**config.mk**
```make
export PLATFORM = sky130hd
export DESIGN_NAME = cnn_ctrl
export DESIGN_NICKNAME = d
export VERILOG_FILES = /design/src/logic/cnn_pkg.sv /design/src/logic/layer_cmd_if.sv /design/src/logic/engine_out_if.sv /design/src/logic/instr_fetch.sv /design/src/logic/pool_engine.sv /design/src/logic/fc_engine.sv /design/src/logic/result_writer.sv /design/src/logic/cnn_ctrl.sv
export SDC_FILE = /design/constraint.sdc
export NUM_CORES = 2
export LEC_CHECK = 0
export ABC_AREA = 1
export BUFFER_PORTS_ARGS = -buffer_cell sky130_fd_sc_hd__buf_2
export CAP_MARGIN = 25
export CORE_ASPECT_RATIO = 1.25
export CORE_MARGIN = 4
export CORE_UTILIZATION = 30
export DETAILED_ROUTE_END_ITERATION = 12
export SLEW_MARGIN = 20
export SYNTH_ARGS = -nofsm -noshare
export SYNTH_HDL_FRONTEND = slang
export SYNTH_SLANG_ARGS = --single-unit
```
**constraint.sdc**
```tcl
create_clock -name clk -period 8.7 [get_ports clk]
set_clock_uncertainty 0.15 [all_clocks]
set_input_delay 0.435 -clock clk [delete_from_list [all_inputs] [get_ports clk]]
set_output_delay 0.435 -clock clk [all_outputs]
set_load 0.02 [all_outputs]
```
**src/logic/cnn_pkg.sv**
```systemverilog
`default_nettype none

package cnn_pkg;

	typedef enum logic [3:0] {
		op_pool = 4'd2,
		op_fc   = 4'd3,
		op_end  = 4'd4
	} op_t;

	typedef logic signed [31:0] word_t;
	typedef logic [11:0]        faddr_t;
	typedef logic [15:0]        waddr_t;
	typedef logic [7:0]         count8_t;
	typedef logic [13:0]        size14_t;
	typedef logic signed [63:0] acc_t;

	typedef enum logic [2:0] {
		idle,
		fetch_addr,
		fetch_data,
		decode,
		run
	} fetch_state_t;

	////////////////////////////////////////////////////////////
	// Memory map and arithmetic
	////////////////////////////////////////////////////////////
	localparam faddr_t pc_reset      = 12'd4095; // Program sits at the top of feature memory
	localparam faddr_t pool_out_base = 12'd2048;
	localparam faddr_t fc_out_base   = 12'd3072;
	localparam int     frac_bits     = 27; // FC result is acc[58:27]
	localparam int     pool_win      = 2;

	////////////////////////////////////////////////////////////
	// Instruction fields
	////////////////////////////////////////////////////////////
	localparam int op_hi        = 31;
	localparam int op_lo        = 28;
	localparam int pool_ch_hi   = 27;
	localparam int pool_ch_lo   = 20;
	localparam int pool_side_hi = 13;
	localparam int pool_side_lo = 0;
	localparam int fc_feat_hi   = 27;
	localparam int fc_feat_lo   = 20;
	localparam int fc_side_hi   = 19;
	localparam int fc_side_lo   = 14;
	localparam int fc_class_hi  = 13;
	localparam int fc_class_lo  = 10;
	localparam int fc_wbase_hi  = 9;
	localparam int fc_wbase_lo  = 0;

endpackage

`default_nettype wire

```
**src/logic/layer_cmd_if.sv**
```systemverilog
`timescale 1ns/1ns
`default_nettype none

interface layer_cmd_if;
	logic             go;          // One cycle, in decode
	cnn_pkg::op_t     op;
	cnn_pkg::count8_t channels;    // Pool channels or FC feature count
	cnn_pkg::size14_t map_size;
	cnn_pkg::count8_t class_num;
	cnn_pkg::waddr_t  fc_len;      // Features times side squared
	cnn_pkg::waddr_t  weight_base;

	modport sequencer (
		output go, op, channels, map_size, class_num, fc_len, weight_base
	);

	modport engine (
		input go, op, channels, map_size, class_num, fc_len, weight_base
	);
endinterface

`default_nettype wire

```
**src/logic/engine_out_if.sv**
```systemverilog
`timescale 1ns/1ns
`default_nettype none

interface engine_out_if;
	logic             rd_en;     // Held while the engine reads feature memory
	cnn_pkg::faddr_t  rd_addr;
	logic             res_valid; // One cycle per result
	logic             res_last;  // Final result of the layer
	cnn_pkg::word_t   res_data;

	modport engine (
		output rd_en, rd_addr, res_valid, res_last, res_data
	);

	modport writer (
		input rd_en, rd_addr, res_valid, res_last, res_data
	);
endinterface

`default_nettype wire

```
**src/logic/instr_fetch.sv**
```systemverilog
`timescale 1ns/1ns
`default_nettype none

module instr_fetch (
	input  logic             clk,
	input  logic             reset,
	input  logic             start,
	input  cnn_pkg::word_t   feature_idata,
	input  logic             instruction_finish,
	output logic             fetch_en,
	output cnn_pkg::faddr_t  fetch_addr,
	output logic             done,
	layer_cmd_if.sequencer   cmd
);

	cnn_pkg::fetch_state_t state, next_state;
	cnn_pkg::faddr_t       pc;
	cnn_pkg::word_t        instr;
	cnn_pkg::op_t          op;
	cnn_pkg::waddr_t       fc_feat;
	cnn_pkg::waddr_t       fc_side;

	always_comb begin
		next_state = state;
		case (state)
			cnn_pkg::idle:       if (start) next_state = cnn_pkg::fetch_addr;
			cnn_pkg::fetch_addr: next_state = cnn_pkg::fetch_data;
			cnn_pkg::fetch_data: next_state = cnn_pkg::decode;
			cnn_pkg::decode: begin
				case (op)
					cnn_pkg::op_end:  next_state = cnn_pkg::idle;
					cnn_pkg::op_pool,
					cnn_pkg::op_fc:   next_state = cnn_pkg::run;
					default:          next_state = cnn_pkg::fetch_addr; // Skip unknown opcodes
				endcase
			end
			cnn_pkg::run:        if (instruction_finish) next_state = cnn_pkg::fetch_addr;
			default:             next_state = cnn_pkg::idle;
		endcase
	end

	always_ff @(posedge clk or posedge reset) begin
		if (reset) begin
			state <= cnn_pkg::idle;
			pc    <= cnn_pkg::pc_reset;
			done  <= 1'b0;
		end else begin
			state <= next_state;
			if (state == cnn_pkg::fetch_data)
				pc <= pc - 1'b1; // Program runs downward
			if (state == cnn_pkg::decode && op == cnn_pkg::op_end)
				done <= 1'b1;
		end
	end

	always_ff @(posedge clk) begin
		if (state == cnn_pkg::fetch_data)
			instr <= feature_idata;
	end

	assign fetch_en   = (state == cnn_pkg::fetch_addr) || (state == cnn_pkg::fetch_data);
	assign fetch_addr = pc;

	////////////////////////////////////////////////////////////
	// Field decode
	////////////////////////////////////////////////////////////
	assign op      = cnn_pkg::op_t'(instr[cnn_pkg::op_hi:cnn_pkg::op_lo]);
	assign fc_feat = cnn_pkg::waddr_t'(instr[cnn_pkg::fc_feat_hi:cnn_pkg::fc_feat_lo]);
	assign fc_side = cnn_pkg::waddr_t'(instr[cnn_pkg::fc_side_hi:cnn_pkg::fc_side_lo]);

	assign cmd.go          = (state == cnn_pkg::decode) &&
	                         (op == cnn_pkg::op_pool || op == cnn_pkg::op_fc);
	assign cmd.op          = op;
	assign cmd.channels    = instr[cnn_pkg::pool_ch_hi:cnn_pkg::pool_ch_lo];
	assign cmd.map_size    = (op == cnn_pkg::op_fc) ?
	                         cnn_pkg::size14_t'(instr[cnn_pkg::fc_side_hi:cnn_pkg::fc_side_lo]) :
	                         instr[cnn_pkg::pool_side_hi:cnn_pkg::pool_side_lo];
	assign cmd.class_num   = cnn_pkg::count8_t'(instr[cnn_pkg::fc_class_hi:cnn_pkg::fc_class_lo]);
	assign cmd.fc_len      = fc_feat * fc_side * fc_side;
	assign cmd.weight_base = cnn_pkg::waddr_t'(instr[cnn_pkg::fc_wbase_hi:cnn_pkg::fc_wbase_lo]);

endmodule

`default_nettype wire

```
**src/logic/pool_engine.sv**
```systemverilog
`timescale 1ns/1ns
`default_nettype none

module pool_engine (
	input  logic           clk,
	input  logic           reset,
	input  cnn_pkg::word_t feature_idata,
	layer_cmd_if.engine    cmd,
	engine_out_if.engine   rd
);

	logic             busy;
	logic [1:0]       pos;     // Tap inside the window
	logic [1:0]       hold;    // Result and write cycles between windows
	cnn_pkg::count8_t ch, ch_num;
	cnn_pkg::size14_t wx, wy, side, half;
	cnn_pkg::faddr_t  side_a, row_idx, col_idx;
	cnn_pkg::word_t   max_q;
	logic             start_pool, reading, last_pos, last_col, last_row, last_ch;
	logic             valid_q, last_q;

	assign start_pool = cmd.go && (cmd.op == cnn_pkg::op_pool);
	assign reading    = busy && (hold == 2'd0);
	assign last_pos   = (pos == 2'(cnn_pkg::pool_win * cnn_pkg::pool_win - 1));
	assign last_col   = (wx == half - 1'b1);
	assign last_row   = (wy == half - 1'b1);
	assign last_ch    = (ch == ch_num - 1'b1);

	assign side_a  = cnn_pkg::faddr_t'(side);
	assign row_idx = cnn_pkg::faddr_t'(wy) * cnn_pkg::faddr_t'(cnn_pkg::pool_win) +
	                 cnn_pkg::faddr_t'(pos[1]);
	assign col_idx = cnn_pkg::faddr_t'(wx) * cnn_pkg::faddr_t'(cnn_pkg::pool_win) +
	                 cnn_pkg::faddr_t'(pos[0]);

	always_ff @(posedge clk or posedge reset) begin
		if (reset) begin
			busy   <= 1'b0;
			pos    <= '0;
			hold   <= '0;
			ch     <= '0;
			wx     <= '0;
			wy     <= '0;
			ch_num <= '0;
			side   <= '0;
			half   <= '0;
		end else if (start_pool) begin
			busy   <= 1'b1;
			pos    <= '0;
			hold   <= '0;
			ch     <= '0;
			wx     <= '0;
			wy     <= '0;
			ch_num <= cmd.channels;
			side   <= cmd.map_size;
			half   <= cnn_pkg::size14_t'(cmd.map_size / cnn_pkg::size14_t'(cnn_pkg::pool_win));
		end else if (busy) begin
			if (hold != 2'd0) begin
				hold <= hold - 2'd1;
			end else if (last_pos) begin
				pos  <= '0;
				hold <= 2'd2;
				if (!last_col) begin
					wx <= wx + 1'b1;
				end else begin
					wx <= '0;
					if (!last_row) begin
						wy <= wy + 1'b1;
					end else begin
						wy <= '0;
						if (last_ch)
							busy <= 1'b0;
						else
							ch <= ch + 1'b1;
					end
				end
			end else begin
				pos <= pos + 2'd1;
			end
		end
	end

	always_ff @(posedge clk) begin
		if (reading && (pos == 2'd0 || feature_idata > max_q))
			max_q <= feature_idata; // First tap seeds the maximum
	end

	always_ff @(posedge clk or posedge reset) begin
		if (reset) begin
			valid_q <= 1'b0;
			last_q  <= 1'b0;
		end else begin
			valid_q <= reading && last_pos;
			last_q  <= reading && last_pos && last_col && last_row && last_ch;
		end
	end

	assign rd.rd_en     = reading;
	assign rd.rd_addr   = cnn_pkg::faddr_t'(ch) * side_a * side_a + row_idx * side_a + col_idx;
	assign rd.res_valid = valid_q;
	assign rd.res_last  = last_q;
	assign rd.res_data  = max_q;

endmodule

`default_nettype wire

```
**src/logic/fc_engine.sv**
```systemverilog
`timescale 1ns/1ns
`default_nettype none

module fc_engine (
	input  logic            clk,
	input  logic            reset,
	input  cnn_pkg::word_t  feature_idata,
	input  cnn_pkg::word_t  weight_idata,
	layer_cmd_if.engine     cmd,
	output cnn_pkg::waddr_t weight_addr,
	engine_out_if.engine    rd
);

	logic             busy;
	logic [1:0]       hold;
	cnn_pkg::waddr_t  idx, len;
	cnn_pkg::count8_t cls, cls_num;
	cnn_pkg::acc_t    acc, prod;
	logic             start_fc, reading, last_elem, last_cls;
	logic             valid_q, last_q;

	assign start_fc  = cmd.go && (cmd.op == cnn_pkg::op_fc);
	assign reading   = busy && (hold == 2'd0);
	assign last_elem = (idx == len - 1'b1);
	assign last_cls  = (cls == cls_num - 1'b1);
	assign prod      = cnn_pkg::acc_t'(feature_idata) * cnn_pkg::acc_t'(weight_idata);

	always_ff @(posedge clk or posedge reset) begin
		if (reset) begin
			busy        <= 1'b0;
			hold        <= '0;
			idx         <= '0;
			len         <= '0;
			cls         <= '0;
			cls_num     <= '0;
			weight_addr <= '0;
		end else if (start_fc) begin
			busy        <= 1'b1;
			hold        <= '0;
			idx         <= '0;
			len         <= cmd.fc_len;
			cls         <= '0;
			cls_num     <= cmd.class_num;
			weight_addr <= cmd.weight_base;
		end else if (busy) begin
			if (hold != 2'd0) begin
				hold <= hold - 2'd1;
			end else begin
				weight_addr <= weight_addr + 1'b1; // Runs on into the next class rows
				if (last_elem) begin
					idx  <= '0;
					hold <= 2'd2;
					if (last_cls)
						busy <= 1'b0;
					else
						cls <= cls + 1'b1;
				end else begin
					idx <= idx + 1'b1;
				end
			end
		end
	end

	always_ff @(posedge clk) begin
		if (reading) begin
			if (idx == '0)
				acc <= prod; // New class starts from zero
			else
				acc <= acc + prod;
		end
	end

	always_ff @(posedge clk or posedge reset) begin
		if (reset) begin
			valid_q <= 1'b0;
			last_q  <= 1'b0;
		end else begin
			valid_q <= reading && last_elem;
			last_q  <= reading && last_elem && last_cls;
		end
	end

	assign rd.rd_en     = reading;
	assign rd.rd_addr   = cnn_pkg::faddr_t'(idx);
	assign rd.res_valid = valid_q;
	assign rd.res_last  = last_q;
	assign rd.res_data  = acc[cnn_pkg::frac_bits +: 32];

endmodule

`default_nettype wire

```
**src/logic/result_writer.sv**
```systemverilog
`timescale 1ns/1ns
`default_nettype none

module result_writer (
	input  logic            clk,
	input  logic            reset,
	input  logic            fetch_en,
	input  cnn_pkg::faddr_t fetch_addr,
	engine_out_if.writer    pool,
	engine_out_if.writer    fc,
	output cnn_pkg::faddr_t feature_addr,
	output cnn_pkg::word_t  feature_data,
	output logic            feature_mem_en,
	output logic            instruction_finish
);

	logic            wr_is_fc;
	cnn_pkg::faddr_t pool_idx, fc_idx, wr_addr;
	cnn_pkg::word_t  wr_data;

	always_ff @(posedge clk or posedge reset) begin
		if (reset) begin
			feature_mem_en     <= 1'b0;
			instruction_finish <= 1'b0;
			wr_is_fc           <= 1'b0;
			pool_idx           <= '0;
			fc_idx             <= '0;
		end else begin
			feature_mem_en     <= pool.res_valid || fc.res_valid;
			instruction_finish <= (pool.res_valid && pool.res_last) ||
			                      (fc.res_valid && fc.res_last);
			if (pool.res_valid)
				wr_is_fc <= 1'b0;
			else if (fc.res_valid)
				wr_is_fc <= 1'b1;
			if (feature_mem_en) begin
				// The finish pulse marks the layer's last write
				if (wr_is_fc)
					fc_idx <= instruction_finish ? '0 : fc_idx + 1'b1;
				else
					pool_idx <= instruction_finish ? '0 : pool_idx + 1'b1;
			end
		end
	end

	always_ff @(posedge clk) begin
		if (pool.res_valid)
			wr_data <= pool.res_data;
		else if (fc.res_valid)
			wr_data <= fc.res_data;
	end

	assign wr_addr = wr_is_fc ? cnn_pkg::fc_out_base + fc_idx : cnn_pkg::pool_out_base + pool_idx;

	always_comb begin
		if (feature_mem_en)
			feature_addr = wr_addr;
		else if (fetch_en)
			feature_addr = fetch_addr;
		else if (pool.rd_en)
			feature_addr = pool.rd_addr;
		else if (fc.rd_en)
			feature_addr = fc.rd_addr;
		else
			feature_addr = '0;
	end

	assign feature_data = wr_data;

endmodule

`default_nettype wire

```
**src/logic/cnn_ctrl.sv**
```systemverilog
`timescale 1ns/1ns
`default_nettype none

module cnn_ctrl (
	input  logic            clk,
	input  logic            reset,
	input  logic            start,
	input  cnn_pkg::word_t  feature_idata,
	input  cnn_pkg::word_t  weight_idata,
	output cnn_pkg::faddr_t feature_addr,
	output cnn_pkg::word_t  feature_data,
	output cnn_pkg::waddr_t weight_addr,
	output logic            feature_mem_en,
	output logic            instruction_finish,
	output logic            done
);

	logic            fetch_en;
	cnn_pkg::faddr_t fetch_addr;

	layer_cmd_if  cmd ();
	engine_out_if pool_rd ();
	engine_out_if fc_rd ();

	instr_fetch u_instr_fetch (
		.clk                (clk),
		.reset              (reset),
		.start              (start),
		.feature_idata      (feature_idata),
		.instruction_finish (instruction_finish),
		.fetch_en           (fetch_en),
		.fetch_addr         (fetch_addr),
		.done               (done),
		.cmd                (cmd.sequencer)
	);

	pool_engine u_pool_engine (
		.clk           (clk),
		.reset         (reset),
		.feature_idata (feature_idata),
		.cmd           (cmd.engine),
		.rd            (pool_rd.engine)
	);

	fc_engine u_fc_engine (
		.clk           (clk),
		.reset         (reset),
		.feature_idata (feature_idata),
		.weight_idata  (weight_idata),
		.cmd           (cmd.engine),
		.weight_addr   (weight_addr),
		.rd            (fc_rd.engine)
	);

	result_writer u_result_writer (
		.clk                (clk),
		.reset              (reset),
		.fetch_en           (fetch_en),
		.fetch_addr         (fetch_addr),
		.pool               (pool_rd.writer),
		.fc                 (fc_rd.writer),
		.feature_addr       (feature_addr),
		.feature_data       (feature_data),
		.feature_mem_en     (feature_mem_en),
		.instruction_finish (instruction_finish)
	);

endmodule

`default_nettype wire

```
==> After elaboration in Yosys (flattened, before gate mapping) <==
Cells that the tools add are included.
{ "word_totals": {"register_bits": 344, "latch_bits": 0, "ramBits": 0, "rom_bits": 0, "inputBits": 67, "output_inout_bits": 63, "n_memories": 0} }
{ "op_classes": {"n_addsub": 23, "mul": 6, "div_mod_pow": 0, "order_cmp": 1, "eq_ne": 19, "shifts": 0, "n_mux": 71, "bitwise_logic": 1, "n_reduce_logical": 48} }
{ "op_table": {"columns": ["cell", "n"], "rows": [
  ["14-bit two-way mux", 12],
  ["16-bit two-way mux", 7],
  ["8-bit two-way mux", 12],
  ["12-bit two-way mux", 7],
  ["64-bit adder", 1],
  ["32-bit by 32-bit multiplier with 64-bit output", 1],
  ["32-bit two-way mux", 2],
  ["64-bit two-way mux", 1],
  ["16-bit by 1-bit adder with 16-bit output, second input constant", 2],
  ["32-bit greater-than comparator", 1],
  ["14-bit by 1-bit adder with 14-bit output, second input constant", 2],
  ["14-bit == test", 2],
  ["12-bit by 1-bit adder with 12-bit output", 2],
  ["12-bit by 1-bit adder with 12-bit output, second input constant", 2],
  ["12-bit adder", 2],
  ["12-bit adder, first input constant", 2],
  ["12-bit by 12-bit multiplier with 12-bit output", 2],
  ["2-bit two-way mux", 12],
  ["2-bit nonzero test", 9],
  ["8-bit by 1-bit adder with 8-bit output, second input constant", 2],
  ["16-bit == test", 1],
  ["8-bit == test", 2],
  ["16-bit zero test", 1],
  ["14-bit by 6-bit multiplier with 16-bit output", 1],
  ["other kinds (32)", 81]
]} }

==> Longest topological paths before layout <==
{ "depth": {"ltp_word": 9, "depth_mapped": 50} }

==> Hierarchy <==
Synthesis repeated with hierarchy kept, for this count alone.
{ "hier_totals": {"cells_unflattened": 9284, "area_unflattened_um2": 70654.0} }
{ "by_module_without_submodules": {"columns": ["module", "n_inst", "cells_per_inst", "area_per_inst_um2", "seq_area_each_um2"], "rows": [
  ["fc_engine", 1, 6327, 47911.0, 3498.4],
  ["pool_engine", 1, 1784, 13299.0, 2587.5],
  ["instr_fetch", 1, 718, 6155.9, 1376.3],
  ["result_writer", 1, 455, 3288.2, 1636.6]
]} }

==> Worst setup path before layout <==
No wires, ideal clock.
{ "synth_path": {"path_type": "register to output", "startpoint": "register u_pool_engine.side[1]", "endpoint": "output feature_addr[11]", "arrival_time_ps": 9175, "path_slack_ps": -1060, "path_stages_with_launch": 45, "cell_sequence": "dfrtp_1 > clkbuf_1 > clkbuf_1 > nand2_1 > inv_1 > fa_1 > fa_1 > fa_1 > inv_1 > fa_1 > inv_1 > ha_1 > nand2_1 > or2_2 > nand3_1 > or2_2 > nand2_1 > inv_1 > [9 not listed] > fa_1 > fa_1 > inv_1 > fa_1 > ha_1 > nand2_1 > nor3_1 > nand3_1 > o2111ai_1 > xor2_1 > nand3_1 > nand2_1 > inv_1 > nand3_1 > nand3_1 > nand2_1 > nand2_1 > nand2_1"} }
{ "synth_via": {"elab_chain_cells": 7, "word_cells_on_any_way": 8} }
{ "synth_lines": {"columns": ["item", "line_no", "source"], "rows": [
  ["start: declaration", "pool_engine.sv:16", "cnn_pkg::size14_t wx, wy, side, half;"],
  ["start signal: assignment", "pool_engine.sv:54", "side <= cmd.map_size;"],
  ["8-bit by 12-bit multiplier with 12-bit output", "pool_engine.sv:98", "assign rd.rd_addr = cnn_pkg::faddr_t'(ch) * side_a * side_a + row_idx * side_a + col_idx;"],
  ["12-bit by 12-bit multiplier with 12-bit output", "pool_engine.sv:98", null],
  ["12-bit adder * (2 in a row)", "pool_engine.sv:98", null],
  ["12-bit two-way mux *", "result_writer.sv:60", "else if (pool.rd_en)"],
  ["12-bit two-way mux *", "result_writer.sv:58", "else if (fetch_en)"],
  ["12-bit two-way mux *", "result_writer.sv:56", "if (feature_mem_en)"],
  ["end: declaration", "cnn_ctrl.sv:10", "output cnn_pkg::faddr_t feature_addr,"]
]} }
Mark *: on every way between the ends. The rest lies on a longest branch, timed or not.

==> Worst setup path after layout <==
{ "layout_path": {"startpoint": "register u_pool_engine.ch[4]", "endpoint": "output feature_addr[11]"} }
{ "layout_via": {"elab_chain_cells": 7} }
{ "layout_lines": {"columns": ["item", "line_no", "source"], "rows": [
  ["start: declaration", "pool_engine.sv:15", "cnn_pkg::count8_t ch, ch_num;"],
  ["start signal: assignment", "pool_engine.sv:73", "ch <= ch + 1'b1;"],
  ["8-bit by 12-bit multiplier with 12-bit output", "pool_engine.sv:98", null],
  ["12-bit by 12-bit multiplier with 12-bit output", "pool_engine.sv:98", null],
  ["12-bit adder (2 in a row)", "pool_engine.sv:98", null],
  ["12-bit two-way mux", "result_writer.sv:60", null],
  ["12-bit two-way mux", "result_writer.sv:58", null],
  ["12-bit two-way mux", "result_writer.sv:56", null]
]} }
Every way passes these cells.

==> results by group <==
Setup path
  • Reg-to-Reg End: u_fc_engine.len[15]
  • CP endpoint kind: output pin
  • Class of the most critical setup path: flip-flop to output pin
  • Startpoint types: flip-flop
  • CP most frequent cell: fa_1
  • Slowest stage delay, CP: 510 ps
  • Worst Path Required: slightly above 8000 ps
  • Worst R2R Start: u_instr_fetch.instr[27]
  • Slowest CP cell: fa_1
  • Worst R2R Setup Slack: roughly 760 ps
  • Reg2reg path depth: 32
  • Arrival @ worst endpoint: between 9000 and 10000 ps
  • CP Max Fanout: 4

Synthesis
  • Mux contribution to synthesized area: 0.01694%
  • Post-Synth Adder-Cell Area: a little under half
  • Post-Synth XOR/XNOR Area: roughly 3.7%
  • Post-synth EDFFs: approximately 160
  • Top FF cell, synth: dfrtp_1
  • Mean Syn Cell Area: around 8 sq um
  • Ranking of synthesized cells by area: fa_1 37%, inv_1 13%, nand2_1 11%
  • Compound-cell area share of the yosys netlist: under 10%
  • Yosys top cell area share: between 30% and 40%
  • Yosys top cell by area: fa_1
  • Syn nets: around 10000
  • Post-synthesis simple-gate area fraction: approximately 17%
  • Unique masters post-synth: 63
  • Async SR Flop Fraction: between 50 and 60%
  • Mapped cell area: around 66000 sq um
  • Post-Syn Instances: a little over 8000
  • Post-synthesis sequential area ratio: 13.54%
  • Synth warn: 0
  • Post-synthesis register bit count: 328
  • Main combinational cell family by area after synthesis: adder cells

CTS
  • Root buf cell: clkbuf_16
  • CTS H-tree depth: 2
  • Clock Latency Late Sink: between 500 and 600 ps
  • Clk buf depth: 3
  • Clock transition at path regs: 60 ps
  • CTS sink count: 328
  • CTS tree: done
  • CTS Buf Count: between 40 and 50

GRT
  • Vias in the first global route: just under 60000
  • Initial antenna violation count: 11
  • GRT overflow: 0
  • Total GRT Usage: approximately 18%
  • Largest net degree at the start of global routing: slightly above 90
  • First-pass GRT wire length: approximately 320000 um

Finish
  • Fin area: between 80000 and 90000 sq um
  • Register area: between 9000 and 10000 sq um
  • Fraction of layout cells with a size suffix above 1: 18.65%
  • FILL cells: 22450
  • Synth-to-Final Area Change: 23.30%
  • Multi-input logic area: roughly 50000 sq um
  • Most frequent cells in the layout: 2174 x inv_1, 1956 x nand2_1, 1188 x fa_1
  • Leading cell type in the layout, fill and taps excluded: inv_1
  • Nets: approximately 11000

Die
  • Total die area: between 200000 and 250000 sq um
  • I/O pin cnt: 130
  • Die span in y: roughly 530 um
  • Row cnt: 192
  • Chip Width: between 400 and 500 um
  • Initial Util: 30.27%
  • Core Region: 219600 sq um

Routing
  • Violation count after the first detailed-route iteration: roughly 3200
  • DRT Pass-1 Iters: 7
  • Routed Antenna Nets: 0
  • Vias/cell: around 4.6
  • Drt total wl: 206000 um
  • Via count: between 50000 and 60000
  • # DRC: 0
  • DR WL/cell: around 17 um

STA
  • # setup viols final: 7
  • Max frequency: 98.72 MHz
  • Final Hold Viols: 0
  • Slew Viols, Final: 0
  • Fin crit share: 116.4%
  • Transition time at the pin with the least slew margin: 1072 ps
  • Setup WS post-layout: -1430 ps
  • Slew margin rel.: roughly 29%
  • RSZ-0062 raised after global routing: yes
  • Tmin final: roughly 10000 ps

Worst hold path
  • Hold EP: u_instr_fetch.state[0]
  • Worst min path class: input pin to flip-flop
  • Hold depth: 3
  • Worst hold path startpoint: start

Place
  • Placer Congestion: 0.9076
  • HPWL after DPL: 173100 um
  • DP Area: between 70000 and 80000 sq um
  • PortBufs: ~130

Outcome
  • Violated checks: setup timing
  • Run status: complete, but fails checks

Flow run
  • Max-capacitance violation count: 0
## Yosys cell counts (all sizes together), types with 73 or more instances
cell type	n
nor3	73
edfxtp	155
a21oi	263
ha	430
dfrtp	161
o21ai	275
nor2	334
nand3	180
inv	2245
xor2	191
fa	1242
xnor2	85
clkbuf	270
nand2	2038
## cells by family (layout without fill, tap and decap cells)
family,Yosys count,count (layout)
XOR/XNOR,277,277
other,0,4
AND/OR/NAND/NOR,2775,2775
adder cells (fa/ha/maj),1672,1672
AO/OA/AOI/OAI,702,702
multiplexers,1,1
flip-flops,328,328
buffers and inverters,2550,3362
## through the flow
stage / hold slack [ps] / cells / setup WS [ps] / util [%] / setup TNS, ps
floorplan: 292.4 / 8305 / -573.1 / - / -739.1
detailed placement: 302.4 / 11870 / -1238 / 34.88 / -29460
global route: 85.51 / 12030 / -1820 / 37.32 / -9476
finish: 56.75 / 12030 / -1430 / 37.33 / -6349
CTS: 45.06 / 11980 / -1419 / 36.05 / -6907
global placement: 290.5 / 11870 / -1184 / 34.85 / -27030
## worst max-delay path, delay by kind of cell (launching register included)
kind	cells	cell delay [ps]
buf+inv	13	800
xor+xnor	1	210
flops	1	430
fa+ha+maj	13	5970
simple gates	17	1460
compound gates	1	90
## final cells by class
class                      count  share of cell area, %
clock buffer                  54                  1.450
sequential                   328                  10.99
inverter                    2250                  10.31
timing repair buffer        1031                  10.75
antenna                        4                0.01221
multi-input combinational   5427                  61.59
clock inverter                27                 0.4595
tap                         2910                  4.442
## registers in the layout, indices dropped and copies added, names as in the netlist, 2 cells and up
| signal | count |
|---|---|
| u_fc_engine.acc | 59 |
| u_fc_engine.cls | 8 |
| u_fc_engine.cls_num | 4 |
| u_fc_engine.hold | 2 |
| u_fc_engine.idx | 16 |
| u_fc_engine.len | 16 |
| u_fc_engine.weight_addr | 16 |
| u_instr_fetch.fetch_addr | 12 |
| u_instr_fetch.instr | 32 |
| u_instr_fetch.state | 3 |
| u_pool_engine.ch | 8 |
| u_pool_engine.ch_num | 8 |
| u_pool_engine.half | 3 |
| u_pool_engine.hold | 2 |
| u_pool_engine.pos | 2 |
| u_pool_engine.rd.res_data | 32 |
| u_pool_engine.side | 11 |
| u_pool_engine.wx | 14 |
| u_pool_engine.wy | 14 |
| u_result_writer.fc_idx | 12 |
| u_result_writer.feature_data | 32 |
| u_result_writer.pool_idx | 12 |
## worst max path at each step
stage,startpoint,end,slack [ps],cells after the start
global route,u_pool_engine.ch[4],feature_addr[11],-1820,46
floorplan,u_pool_engine.side[1],feature_addr[11],-570,44
detailed placement,feature_idata[7],u_fc_engine.acc[56],-1240,41
CTS,u_pool_engine.side[2],feature_addr[11],-1420,40
global placement,weight_idata[4],u_fc_engine.acc[56],-1180,38
finish,u_pool_engine.ch[4],feature_addr[11],-1430,45
## what timing repair did
action,4_1_cts,5_1_grt
gates cloned,2,10
pin swaps,84,279
hold buffers,1,0
hold endpoints to repair,61,0
buffers inserted,21,48
gates resized for setup,210,555
setup endpoints to repair,30,38
## metal layers
| layer | track usage, % | vias to the layer above | share of wire (%) |
|---|---|---|---|
| li1 | - | 25940 | - |
| met1 | 20.48 | 27960 | 39 |
| met2 | 33.23 | 1312 | 53 |
| met3 | 1.511 | 373 | 4.4 |
| met4 | 6.078 | 12 | 4.0 |
| met5 | 0 | - | 0.042 |
Power is not shown: default switching activity piles up to over one toggle a cycle in this logic, so the estimate is an artifact.
